$ cat src/hdl/cpuPkg.sv
// widths, reset configuration, opcode and ALU enums, instruction/config/phase/control structs
package cpuPkg;

    localparam int dataWidth   = 8;  // register and data path
    localparam int addrWidth   = 8;  // program counter
    localparam int instrWidth  = 16; // one instruction word
    localparam int lenWidth    = 2;  // one phase length field, legal 1..3
    localparam int slotWidth   = 4;  // slot number, up to 10 slots per cycle
    localparam int opWidth     = 4;
    localparam int numRegs     = 4;
    localparam int regIdxWidth = 2;

    // opcode field of the instruction word, other values run as NOP
    typedef enum logic [opWidth-1:0] {
        NOP = 4'h0,
        LDI = 4'h1,
        MOV = 4'h2,
        ADD = 4'h3,
        SUB = 4'h4,
        AND = 4'h5,
        XOR = 4'h6,
        OUT = 4'h7,
        JMP = 4'h8
    } opcodeT;

    typedef enum logic [2:0] {
        ALU_PASS,   // b straight through, LDI and MOV
        ALU_ADD,
        ALU_SUB,
        ALU_AND,
        ALU_XOR
    } aluOpT;

    // instruction word, msb first
    typedef struct packed {
        logic [opWidth-1:0]     opcode;
        logic [regIdxWidth-1:0] rd;
        logic [regIdxWidth-1:0] rs;
        logic [dataWidth-1:0]   imm;
    } instrT;

    typedef struct packed {
        logic [lenWidth-1:0] fetchLen;
        logic [lenWidth-1:0] decodeLen;
        logic [lenWidth-1:0] execLen;
        logic                run;      // 0 parks the sequencer in slot 0
    } phaseCfgT;

    typedef struct packed {
        logic fetch;
        logic decode;
        logic exec;
    } phaseT;

    // decoded control, latched at the end of decode
    typedef struct packed {
        logic                   regWrite;
        logic                   useImm;
        aluOpT                  aluOp;
        logic                   isOut;
        logic                   isJump;
        logic [regIdxWidth-1:0] rd;
        logic [regIdxWidth-1:0] rs;
        logic [dataWidth-1:0]   imm;
    } ctrlT;

    // F=3 D=3 E=2, stopped
    localparam phaseCfgT resetCfg = '{fetchLen: 2'd3, decodeLen: 2'd3, execLen: 2'd2, run: 1'b0};

endpackage : cpuPkg

$ cat src/hdl/phaseConfig.sv
// phaseConfig: run-time phase length and run register with zero-length clamp
`timescale 1ns/100ps

module phaseConfig import cpuPkg::*; (
    input  logic     clk,
    input  logic     arstN,
    input  logic     cfgWrite,  // one-cycle write strobe
    input  phaseCfgT cfgData,
    output phaseCfgT cfg
);

    phaseCfgT cfgQ;
    phaseCfgT cfgClamped;

    // a length of 0 would give an empty phase
    function automatic logic [lenWidth-1:0] clampLen(input logic [lenWidth-1:0] len);
        logic [lenWidth-1:0] res;
        res = len;
        if (len == '0) begin
            res = lenWidth'(1); // shortest legal phase
        end
        return res;
    endfunction

    always_comb begin
        cfgClamped.fetchLen  = clampLen(cfgData.fetchLen);
        cfgClamped.decodeLen = clampLen(cfgData.decodeLen);
        cfgClamped.execLen   = clampLen(cfgData.execLen);
        cfgClamped.run       = cfgData.run;
    end

    // sequencer only looks at this in slot 0
    // so a write mid-cycle waits for the next dead slot
    always_ff @(posedge clk or negedge arstN) begin
        if (!arstN) begin
            cfgQ <= resetCfg;
        end else if (cfgWrite) begin
            cfgQ <= cfgClamped;
        end
    end

    assign cfg = cfgQ;

endmodule : phaseConfig

$ cat src/hdl/phaseSequencer.sv
// phaseSequencer: slot counter, length snapshot, fetch/decode/exec set-reset flags, done pulses
`timescale 1ns/100ps

module phaseSequencer import cpuPkg::*; (
    input  logic                 clk,
    input  logic                 arstN,
    input  phaseCfgT             cfg,
    output logic [slotWidth-1:0] slot,
    output phaseT                phase,
    output logic                 fetchDone,   // last fetch slot
    output logic                 decodeDone,  // last decode slot
    output logic                 execDone     // last exec slot
);

    logic [slotWidth-1:0] slotQ;
    logic [slotWidth-1:0] slotNext;
    logic [lenWidth-1:0]  fLenQ;  // lengths frozen for the running cycle
    logic [lenWidth-1:0]  dLenQ;
    logic [lenWidth-1:0]  eLenQ;
    logic [slotWidth-1:0] fEnd;
    logic [slotWidth-1:0] dEnd;
    logic [slotWidth-1:0] lastSlot;
    logic                 runStart;
    logic                 fetchQ;
    logic                 decodeQ;
    logic                 execQ;

    // phase end slots, slot 0 is always dead
    assign fEnd     = slotWidth'(fLenQ);
    assign dEnd     = fEnd + slotWidth'(dLenQ);
    assign lastSlot = dEnd + slotWidth'(eLenQ);

    assign runStart = (slotQ == '0) && cfg.run;   // leave dead slot

    always_comb begin
        if (slotQ == '0) begin
            slotNext = runStart ? slotWidth'(1) : '0;  // park while stopped
        end else if (slotQ == lastSlot) begin
            slotNext = '0; // wrap at snapshot sum
        end else begin
            slotNext = slotQ + slotWidth'(1);
        end
    end

    always_ff @(posedge clk or negedge arstN) begin
        if (!arstN) begin
            slotQ <= '0;
            fLenQ <= resetCfg.fetchLen;
            dLenQ <= resetCfg.decodeLen;
            eLenQ <= resetCfg.execLen;
        end else begin
            slotQ <= slotNext;
            if (slotQ == '0) begin
                // snapshot only here, cycle length fixed once started
                fLenQ <= cfg.fetchLen;
                dLenQ <= cfg.decodeLen;
                eLenQ <= cfg.execLen;
            end
        end
    end

    assign fetchDone  = fetchQ && (slotQ == fEnd);
    assign decodeDone = decodeQ && (slotQ == dEnd);
    assign execDone   = execQ && (slotQ == lastSlot);

    // set/reset flags, each set wins over its own clear
    always_ff @(posedge clk or negedge arstN) begin
        if (!arstN) begin
            fetchQ  <= 1'b0;
            decodeQ <= 1'b0;
            execQ   <= 1'b0;
        end else begin
            if (runStart) fetchQ <= 1'b1;
            else if (fetchDone) fetchQ <= 1'b0;
            if (fetchDone) decodeQ <= 1'b1;      // decode follows fetch directly
            else if (decodeDone) decodeQ <= 1'b0;
            if (decodeDone) execQ <= 1'b1;
            else if (execDone) execQ <= 1'b0;    // back to dead slot
        end
    end

    assign slot         = slotQ;
    assign phase.fetch  = fetchQ;
    assign phase.decode = decodeQ;
    assign phase.exec   = execQ;

endmodule : phaseSequencer

$ cat src/hdl/phaseLatch.sv
// phaseLatch: cleared register of any payload type, loaded on a phase strobe
`timescale 1ns/100ps

module phaseLatch #(
    parameter type payloadT = logic [7:0]
) (
    input  logic    clk,
    input  logic    arstN,
    input  logic    load,   // done pulse of the phase
    input  payloadT d,
    output payloadT q
);

    payloadT qReg;

    // cleared so the first decode sees an all-zero word (NOP)
    always_ff @(posedge clk or negedge arstN) begin
        if (!arstN) begin
            qReg <= payloadT'('0);
        end else if (load) begin
            qReg <= d;
        end
    end

    assign q = qReg;

endmodule : phaseLatch

$ cat src/hdl/instrDecoder.sv
// instrDecoder: opcode to ALU op, register write, immediate select, output and jump flags
`timescale 1ns/100ps

module instrDecoder import cpuPkg::*; (
    input  instrT instr,
    output ctrlT  ctrl
);

    opcodeT op;

    assign op = opcodeT'(instr.opcode);

    always_comb begin
        // default is a NOP, operand fields passed through
        ctrl.regWrite = 1'b0;
        ctrl.useImm   = 1'b0;
        ctrl.aluOp    = ALU_PASS;
        ctrl.isOut    = 1'b0;
        ctrl.isJump   = 1'b0;
        ctrl.rd       = instr.rd;
        ctrl.rs       = instr.rs;
        ctrl.imm      = instr.imm;

        case (op)
            LDI: begin
                ctrl.regWrite = 1'b1;
                ctrl.useImm   = 1'b1;   // rd = imm
            end
            MOV: begin
                ctrl.regWrite = 1'b1;   // rd = rs
            end
            ADD: begin
                ctrl.regWrite = 1'b1;
                ctrl.aluOp    = ALU_ADD;
            end
            SUB: begin
                ctrl.regWrite = 1'b1;
                ctrl.aluOp    = ALU_SUB;
            end
            AND: begin
                ctrl.regWrite = 1'b1;
                ctrl.aluOp    = ALU_AND;
            end
            XOR: begin
                ctrl.regWrite = 1'b1;
                ctrl.aluOp    = ALU_XOR;
            end
            OUT: ctrl.isOut  = 1'b1;    // shows rs
            JMP: ctrl.isJump = 1'b1;    // pc = imm
            default: begin
                // NOP and unused codes, nothing changes but pc
            end
        endcase
    end

endmodule : instrDecoder

$ cat src/hdl/execUnit.sv
// execUnit: four-entry register file, ALU, program counter and output pulse
`timescale 1ns/100ps

module execUnit import cpuPkg::*; (
    input  logic                 clk,
    input  logic                 arstN,
    input  logic                 commit,    // execDone
    input  ctrlT                 ctrl,
    output logic [addrWidth-1:0] pc,
    output logic [dataWidth-1:0] outData,
    output logic                 outValid
);

    logic [dataWidth-1:0] regFile [numRegs];
    logic [dataWidth-1:0] opA;
    logic [dataWidth-1:0] opB;
    logic [dataWidth-1:0] aluRes;
    logic [addrWidth-1:0] pcQ;
    logic [dataWidth-1:0] outDataQ;
    logic                 outValidQ;

    assign opA = regFile[ctrl.rd];
    assign opB = ctrl.useImm ? ctrl.imm : regFile[ctrl.rs];

    // results wrap at 8 bits
    always_comb begin
        case (ctrl.aluOp)
            ALU_ADD: aluRes = opA + opB;
            ALU_SUB: aluRes = opA - opB;
            ALU_AND: aluRes = opA & opB;
            ALU_XOR: aluRes = opA ^ opB;
            default: aluRes = opB;      // pass, LDI and MOV
        endcase
    end

    always_ff @(posedge clk or negedge arstN) begin
        if (!arstN) begin
            for (int i = 0; i < numRegs; i++) begin
                regFile[i] <= '0;
            end
        end else if (commit && ctrl.regWrite) begin
            regFile[ctrl.rd] <= aluRes;
        end
    end

    // pc moves once per instruction, at the end of exec
    always_ff @(posedge clk or negedge arstN) begin
        if (!arstN) begin
            pcQ <= '0;
        end else if (commit) begin
            if (ctrl.isJump) begin
                pcQ <= addrWidth'(ctrl.imm);
            end else begin
                pcQ <= pcQ + addrWidth'(1);   // wraps at 256
            end
        end
    end

    always_ff @(posedge clk or negedge arstN) begin
        if (!arstN) begin
            outValidQ <= 1'b0;
        end else begin
            outValidQ <= commit && ctrl.isOut; // single cycle, lands in dead slot
        end
    end

    // output value holds until the next OUT
    always_ff @(posedge clk) begin
        if (commit && ctrl.isOut) begin
            outDataQ <= regFile[ctrl.rs];
        end
    end

    assign pc       = pcQ;
    assign outData  = outDataQ;
    assign outValid = outValidQ;

endmodule : execUnit

$ cat src/hdl/phaseCpu.sv
// phaseCpu: top level joining config register, sequencer, instruction and control latches, decoder, execute unit
`timescale 1ns/100ps

module phaseCpu import cpuPkg::*; (
    input  logic                  clk,
    input  logic                  arstN,
    // configuration
    input  logic                  cfgWrite,
    input  phaseCfgT              cfgData,
    // instruction fetch, memory outside and combinational
    output logic [addrWidth-1:0]  instrAddr,
    input  logic [instrWidth-1:0] instrData,
    // output port
    output logic [dataWidth-1:0]  outData,
    output logic                  outValid,
    // observation
    output phaseT                 phase,
    output logic [slotWidth-1:0]  slot
);

    phaseCfgT cfg;
    logic     fetchDone;
    logic     decodeDone;
    logic     execDone;
    instrT    instrQ;   // held from end of fetch
    ctrlT     ctrlD;
    ctrlT     ctrlQ;    // held from end of decode

    phaseConfig config_i (
        .clk      (clk),
        .arstN    (arstN),
        .cfgWrite (cfgWrite),
        .cfgData  (cfgData),
        .cfg      (cfg)
    );

    phaseSequencer seq_i (
        .clk        (clk),
        .arstN      (arstN),
        .cfg        (cfg),
        .slot       (slot),
        .phase      (phase),
        .fetchDone  (fetchDone),
        .decodeDone (decodeDone),
        .execDone   (execDone)
    );

    phaseLatch #(.payloadT(instrT)) instrLatch_i (
        .clk   (clk),
        .arstN (arstN),
        .load  (fetchDone),
        .d     (instrT'(instrData)),
        .q     (instrQ)
    );

    instrDecoder decoder_i (
        .instr (instrQ),
        .ctrl  (ctrlD)
    );

    phaseLatch #(.payloadT(ctrlT)) ctrlLatch_i (
        .clk   (clk),
        .arstN (arstN),
        .load  (decodeDone),
        .d     (ctrlD),
        .q     (ctrlQ)
    );

    // pc doubles as the fetch address
    execUnit exec_i (
        .clk      (clk),
        .arstN    (arstN),
        .commit   (execDone),
        .ctrl     (ctrlQ),
        .pc       (instrAddr),
        .outData  (outData),
        .outValid (outValid)
    );

endmodule : phaseCpu

$ cat config.mk
export PLATFORM = sky130hd
export DESIGN_NAME = phaseCpu
export DESIGN_NICKNAME = d
export VERILOG_FILES = /design/src/hdl/cpuPkg.sv /design/src/hdl/phaseConfig.sv /design/src/hdl/phaseSequencer.sv /design/src/hdl/phaseLatch.sv /design/src/hdl/instrDecoder.sv /design/src/hdl/execUnit.sv /design/src/hdl/phaseCpu.sv
export SDC_FILE = /design/constraint.sdc
export NUM_CORES = 1
export LEC_CHECK = 0
export ABC_AREA = 1
export BUFFER_PORTS_ARGS = -buffer_cell sky130_fd_sc_hd__buf_4
export CAP_MARGIN = 20
export CORE_MARGIN = 3
export CORE_UTILIZATION = 52
export CTS_CLUSTER_SIZE = 12
export DETAILED_ROUTE_END_ITERATION = 8
export PLACE_DENSITY = 0.83
export SYNTH_ARGS = -nofsm -noshare
export SYNTH_HDL_FRONTEND = slang
export SYNTH_HIERARCHICAL = 1
export SYNTH_SLANG_ARGS = --single-unit
export TNS_END_PERCENT = 20
$ cat constraint.sdc
create_clock -name clk -period 3.1 [get_ports clk]
set_input_delay 0.155 -clock clk [delete_from_list [all_inputs] [get_ports clk]]
set_output_delay 0.155 -clock clk [all_outputs]
set_load 0.01 [all_outputs]
After elaboration in Yosys (flattened, before gate mapping)
Cells that the tools add are included.
{"block": "classes", "eq_ne": 15, "order_cmp": 3, "bitwise_logic": 4, "mux": 29, "reduce_logical": 15, "addsub": 6}
{"cell": "$mux W8", "n": 7}
{"cell": "$bmux W8 S2", "n": 2}
{"cell": "$bwmux W32", "n": 1}
{"cell": "$pmux W8 S4", "n": 1}
{"cell": "$demux W8 S2", "n": 1}
{"cell": "$eq A4 B3 Y1 const B", "n": 4}
{"cell": "$pmux W3 S4", "n": 1}
{"cell": "$mux W1", "n": 11}
{"cell": "$add A8 B1 Y8 const B", "n": 1}
{"cell": "$add A8 B8 Y8", "n": 1}
{"cell": "$and A8 B8 Y8", "n": 1}
{"cell": "$eq A4 B2 Y1 const B", "n": 2}
{"cell": "$eq A4 B4 Y1", "n": 2}
{"cell": "$mux W4", "n": 2}
{"cell": "$sub A8 B8 Y8", "n": 1}
{"cell": "$xor A8 B8 Y8", "n": 1}
{"cell": "$logic_and A1 B1 Y1", "n": 7}
{"cell": "$eq A3 B2 Y1 const B", "n": 2}
{"cell": "$ge A3 B3 Y1 const B", "n": 2}
{"cell": "$logic_not A2 Y1", "n": 3}
{"cell": "$mux W2", "n": 3}
{"cell": "$not A2 Y3", "n": 2}
{"cell": "$reduce_bool A2 Y1", "n": 3}
{"cell": "$reduce_or A6 Y1", "n": 1}
{"cell": "10 further kinds", "n": 10}
{"block": "word_totals", "inputBits": 26, "out_inout_bits": 24, "register_bits": 104, "elab_cells": 102}

Logic depth before layout (Yosys ltp)
{"block": "depth", "depth_word": 8, "ltp_mapped": 24, "mapped_depth_nobuf": 22}

Hierarchy
The synthesis kept the hierarchy.
{"mod": "execUnit", "cells_each": 471, "area_per_inst_um2": 3442.1, "seq_area_each_um2": 1266.2, "n_inst": 1}
{"mod": "phaseSequencer", "cells_each": 111, "area_per_inst_um2": 837.1, "seq_area_each_um2": 331.6, "n_inst": 1}
{"mod": "phaseLatch (ctrlLatch_i)", "cells_each": 80, "area_per_inst_um2": 738.2, "seq_area_each_um2": 475.5, "n_inst": 1}
{"mod": "phaseLatch (instrLatch_i)", "cells_each": 68, "area_per_inst_um2": 644.4, "seq_area_each_um2": 400.4, "n_inst": 1}
{"mod": "phaseConfig", "cells_each": 36, "area_per_inst_um2": 297.8, "seq_area_each_um2": 181.4, "n_inst": 1}
{"mod": "instrDecoder", "cells_each": 31, "area_per_inst_um2": 171.4, "seq_area_each_um2": 0.0, "n_inst": 1}

Worst setup path before layout
OpenSTA, ideal clock, no wires.
{"block": "synth_timing", "path_kind": "reg2reg", "from": "register seq_i.fLenQ[0]", "to": "register exec_i/regFile[27] in the netlist's numbering", "path_stages_with_launch": 17, "n_path_buf": 1, "required_ns": 2.970, "slack_ns": -0.332, "period_less_slack_ns": 3.432, "setup_time_ns": 0.130, "t_arrival_ns": 3.301, "path_cell_list": "dfstp_2 -> ha_1 -> inv_1 -> fa_1 -> inv_1 -> fa_1 -> xnor2_1 -> nand2_1 -> nor2_1 -> nand2_2 -> nor2_1 -> clkbuf_1 -> nand2_1 -> nor2_1 -> clkinv_1 -> nand2_1 -> o21ai_0"}
{"block": "synth_via", "elab_chain_len": 5}
{"item": "from (decl)", "line": "phaseSequencer.sv:17", "text": "logic [lenWidth-1:0] fLenQ;"}
{"item": "from (signal assigned)", "line": "phaseSequencer.sv:48", "text": "fLenQ <= resetCfg.fetchLen;"}
{"item": "from (signal assigned)", "line": "phaseSequencer.sv:55", "text": "fLenQ <= cfg.fetchLen;"}
{"item": "$add A2 B2 Y3", "line": "phaseSequencer.sv:30", "text": "assign dEnd = fEnd + slotWidth'(dLenQ);"}
{"item": "$add A4 B2 Y4", "line": "phaseSequencer.sv:31", "text": "assign lastSlot = dEnd + slotWidth'(eLenQ);"}
{"item": "$eq A4 B4 Y1", "line": "phaseSequencer.sv:64", "text": "assign execDone = execQ && (slotQ == lastSlot);"}
{"item": "$logic_and A1 B1 Y1", "line": "phaseSequencer.sv:64"}
{"item": "via execDone", "line": "phaseCpu.sv:24", "text": "logic execDone;"}
{"item": "$logic_and A1 B1 Y1", "line": "execUnit.sv:41", "text": "end else if (commit && ctrl.regWrite) begin"}
{"item": "to (signal, indexed assignment)", "line": "execUnit.sv:42", "text": "regFile[ctrl.rd] <= aluRes;"}
{"item": "to (decl)", "line": "execUnit.sv:14", "text": "logic [dataWidth-1:0] regFile [numRegs];"}
The timed path passes the listed nets, and every way through them passes these cells.
A chain may end at the register's enable or synchronous reset.

Final worst setup path
{"block": "layout_timing", "from": "register ctrlLatch_i.qReg, in the netlist ctrlLatch_i/q[8]", "to": "register exec_i/regFile[14] in the netlist's numbering"}
{"block": "layout_via", "elab_chain_len": 8, "word_cells_on_any_way": 11, "classes_between": "add/sub: 2; mux: 6; bitwise: 3"}
{"item": "from (decl)", "line": "phaseLatch.sv:14", "text": "payloadT qReg;"}
{"item": "from (signal assigned)", "line": "phaseLatch.sv:19", "text": "qReg <= payloadT'('0);"}
{"item": "$not A2 Y3 (implied by the code) *", "line": "execUnit.sv:23", "text": "assign opB = ctrl.useImm ? ctrl.imm : regFile[ctrl.rs];"}
{"item": "$bmux W8 S2 *", "line": "execUnit.sv:23"}
{"item": "$mux W8 (implied by the code) * (2 in series)", "line": "execUnit.sv:23"}
{"item": "$mux W8 *", "line": "execUnit.sv:23"}
{"item": "$sub A8 B8 Y8 (tied with other cells)", "line": "execUnit.sv:29", "text": "ALU_SUB: aluRes = opA - opB;"}
{"item": "$pmux W8 S4 *", "line": "execUnit.sv:27", "text": "case (ctrl.aluOp)"}
{"item": "$bwmux W32 *", "line": "execUnit.sv:42"}
Mark *: on every way between the ends. The rest lies on a longest branch, timed or not. The select of a mux whose other input is x is not followed.

==> qor.txt <==
Synth area leader - dfrtp_1
Peak VDD IR - 587 uV
#FFs+latches synth - 104
first-pass GRT wire length - 24600 um
Wirelength per Cell - 14.2 um
WP data required - 3.33 ns
Worst Hold Depth - 3
Most Crowded Layer GR - met2
initial antenna violation count - 0
Setup WS pre-CTS - -0.154 ns
vias in the first global route - 5238
CTS root buf - clkbuf_16
most frequent cells in the layout - nand2_1 (322), buf_4 (89), dfrtp_1 (85)
Die H - 115 um
final wirelength - 14700 um
GR Layer Usage met1 - 30.8%
Die ar. - 13100 sq um
outcome - finished clean
worst r2r src - ctrlLatch_i/q[8]
Syn Area/Cell - 7.69 sq um
CTS Sinks - 104
crit path cell chain - buf_6, nand2_1, nand3_1, nand2_2, nand2_2, nand2_4, ha_2, inv_2, nor2_1, a31oi_1, xnor2_1, ha_1, o21ai_1, nand2_1, a21oi_2, nand2_1, nand2_1, o2111ai_1, buf_4, nand2_2, o21ai_1
vias - 5497
Initial Utilization - 53.5%
unrepaired setup endpoints after global routing - true
internal reg-to-reg setup slack - 0.03 ns
reg2reg end - exec_i/regFile[14]
Worst-Margin Slew - 0.665 ns
Worst Path Buf+Inv - 3
GR Overflow Total - 0
Synthesized Nets - 848
Post-layout nets - 936
Setup Skew - 0.00826 ns
placed cell area - 6760 sq um
Via density - 5.32
critical hold path startpoint - cfgData[0]
drt initial violations - 393
max cap viols - 0
CTS tree - done
commonest non-fill, non-tap cell in the layout - nand2_1
antenna cell count - 0
Min-Delay Path Class - input port to flop
register area share after synthesis - 43.3%
drt pass-1 iters - 5
Cell Count, Final, Fillers Out - 1033
gpl congestion - 0.909
PwrDens - 1180 nW/um^2
GR Util met2 - 38.8%
CTS Buf Count - 9
Setup CP Type - flop to flop
CP Capture Type - flop
core area - 11500 sq um
# IOs - 50
Clock transition at path regs - 0.07 ns
Startpoint Class - flop
Max Fclk - 326 MHz
CTS H-tree lvls - 3
post-route antenna net violation count - 0
Die X - 115 um
WHS Endpoint - config_i/cfg[0]
Final setup violation count - 0
row count - 39
Tcrit/Tclk final - 99.0%
CP most frequent cell - nand2_1
maximum clock insertion buffer count - 2
worst setup margin - 0.0308 ns
Yosys top cell area share - 35.1%
post-route cell area - 7370 sq um
static leakage - 3.89 nW
Mapped Cells - 797
drt drc - 0
Worst R2R Path Depth - 21
area grow syn2layout - 20.2%
fin. max-slew vios - 0
min cycle time layout - 3.07 ns
max incr delay on CP - 0.50 ns
post-DP HPWL - 10300 um
crit-path max FO - 7
GRT Util Overall - 23.4%
Final Hold Fails - 0
Syn. warnings - 6
synth unique cells - 42
Max-slew headroom - 55.5%
Crit path max-delay family - simple AND/OR/NAND/NOR gates
placed cells - 1001
Crit-path slowest cell - dfrtp_2
pin count of the biggest net entering global routing - 97
layout cells sized above 1 - 24.7%
WP data arrival - 3.30 ns
Port Buf Inserts - 49
worst skew pair latency - 0.34 ns
met3 usage in global routing - 3.65%
post-synthesis instance area - 6130 sq um
synth top area cells - dfrtp_1 (35%), nand2_1 (21%), inv_1 (5.1%)
power breakdown:
group          switching, W  leakage [nW]  internal [W]
logic               0.00311          2.43       0.00214
registers          0.000438          1.31       0.00185
clock network      0.000532         0.144      0.000636
total               0.00408          3.89       0.00462
how the worst max path moves through the flow:
stage                                start            endpoint  slack [ns]  cells past startpoint
after global routing      ctrlLatch_i/q[8]   exec_i/regFile[6]       -0.13                     20
after floorplan             seq_i/fLenQ[0]  exec_i/regFile[19]       -0.01                     16
after global placement    ctrlLatch_i/q[8]  exec_i/regFile[14]       -0.13                     20
final                     ctrlLatch_i/q[8]  exec_i/regFile[14]        0.03                     21
after CTS                 ctrlLatch_i/q[8]  exec_i/regFile[14]       0.004                     20
after detailed placement  ctrlLatch_i/q[8]  exec_i/regFile[14]       -0.15                     20
per-layer routing:
metal,up-vias,wire [um]
met5,-,0
met4,0,550
met3,55,1030
met2,235,6950
met1,2527,6190
li1,2680,-
flip-flops by register name, indices dropped and copies added, names as in the netlist:
signal	flops
config_i/cfg	7
ctrlLatch_i/q	19
exec_i/outData	8
exec_i/outValid	1
exec_i/pc	8
exec_i/regFile	32
instrLatch_i/q	16
seq_i/dLenQ	2
seq_i/decodeQ	1
seq_i/eLenQ	2
seq_i/execQ	1
seq_i/fLenQ	2
seq_i/fetchQ	1
seq_i/slot	4
cell type report:
cell class | instances | area [sq um]
fillers | 892 | 4100
multi-input cells | 566 | 2980
flip-flops and latches | 104 | 2660
repair buffers | 106 | 862
inverters | 98 | 388
clock buffers | 9 | 225
well taps | 143 | 179
clock inverters | 7 | 80.1
synthesized netlist by cell type, drive strengths merged:
cell type and instances:
nand2 363, inv 95, dfrtp 86, o21ai 41, nor2 37, nand3 35
buf 26, ha 22, a21oi 11, dfstp 10, a22oi 8, edfxtp 8
nor3 6, xor2 6, a32o 4, nand4 4, o211ai 4, o221ai 4
xnor2 4, a31oi 3, clkbuf 3, clkinv 3, fa 3, o22ai 3
o2111ai 2, o21a 2, or2 2, a22o 1, o2111a 1
kinds of logic (layout without fill, tap and decap cells):
kind of cell	Yosys count	in the layout	share of synthesized area [%]
compound gates	84	84	8.41
xor+xnor	10	10	1.43
fa+ha+maj	25	25	5.47
buf+inv	127	220	10.5
flops	104	104	43.3
simple gates	447	447	30.9
worst register-to-register path, delay by kind of cell (launching register included):
kind	cells	cell delay, ns
AND/OR/NAND/NOR	10	0.90
AO/OA/AOI/OAI	5	0.58
flip-flops	1	0.50
adder cells (fa/ha/maj)	2	0.48
buffers and inverters	3	0.38
XOR/XNOR	1	0.14
what timing repair did:
item / in CTS / in global routing
setup endpoints to repair: 36 / 47
gates resized for setup: 8 / 60
endpoints found under the hold margin: 93 / 0
pin swaps: 1 / 32
buffers inserted: 1 / 7
hold buffers: 8 / 0
per-stage QoR:
step	setup TNS, ns	hold slack, ns	utilization, %	power (W)
detailed placement	-1.17	0.253	59.0	0.00697
global route	-3.85	0.00627	64.3	0.00945
global placement	-0.751	0.244	59.0	0.00682
floorplan	-0.0557	-0.141	-	0.00559
finish	0	0.00900	64.3	0.00870
CTS	0	0.000155	62.6	0.00826
Note: power is estimated with default switching activity, not from simulation.
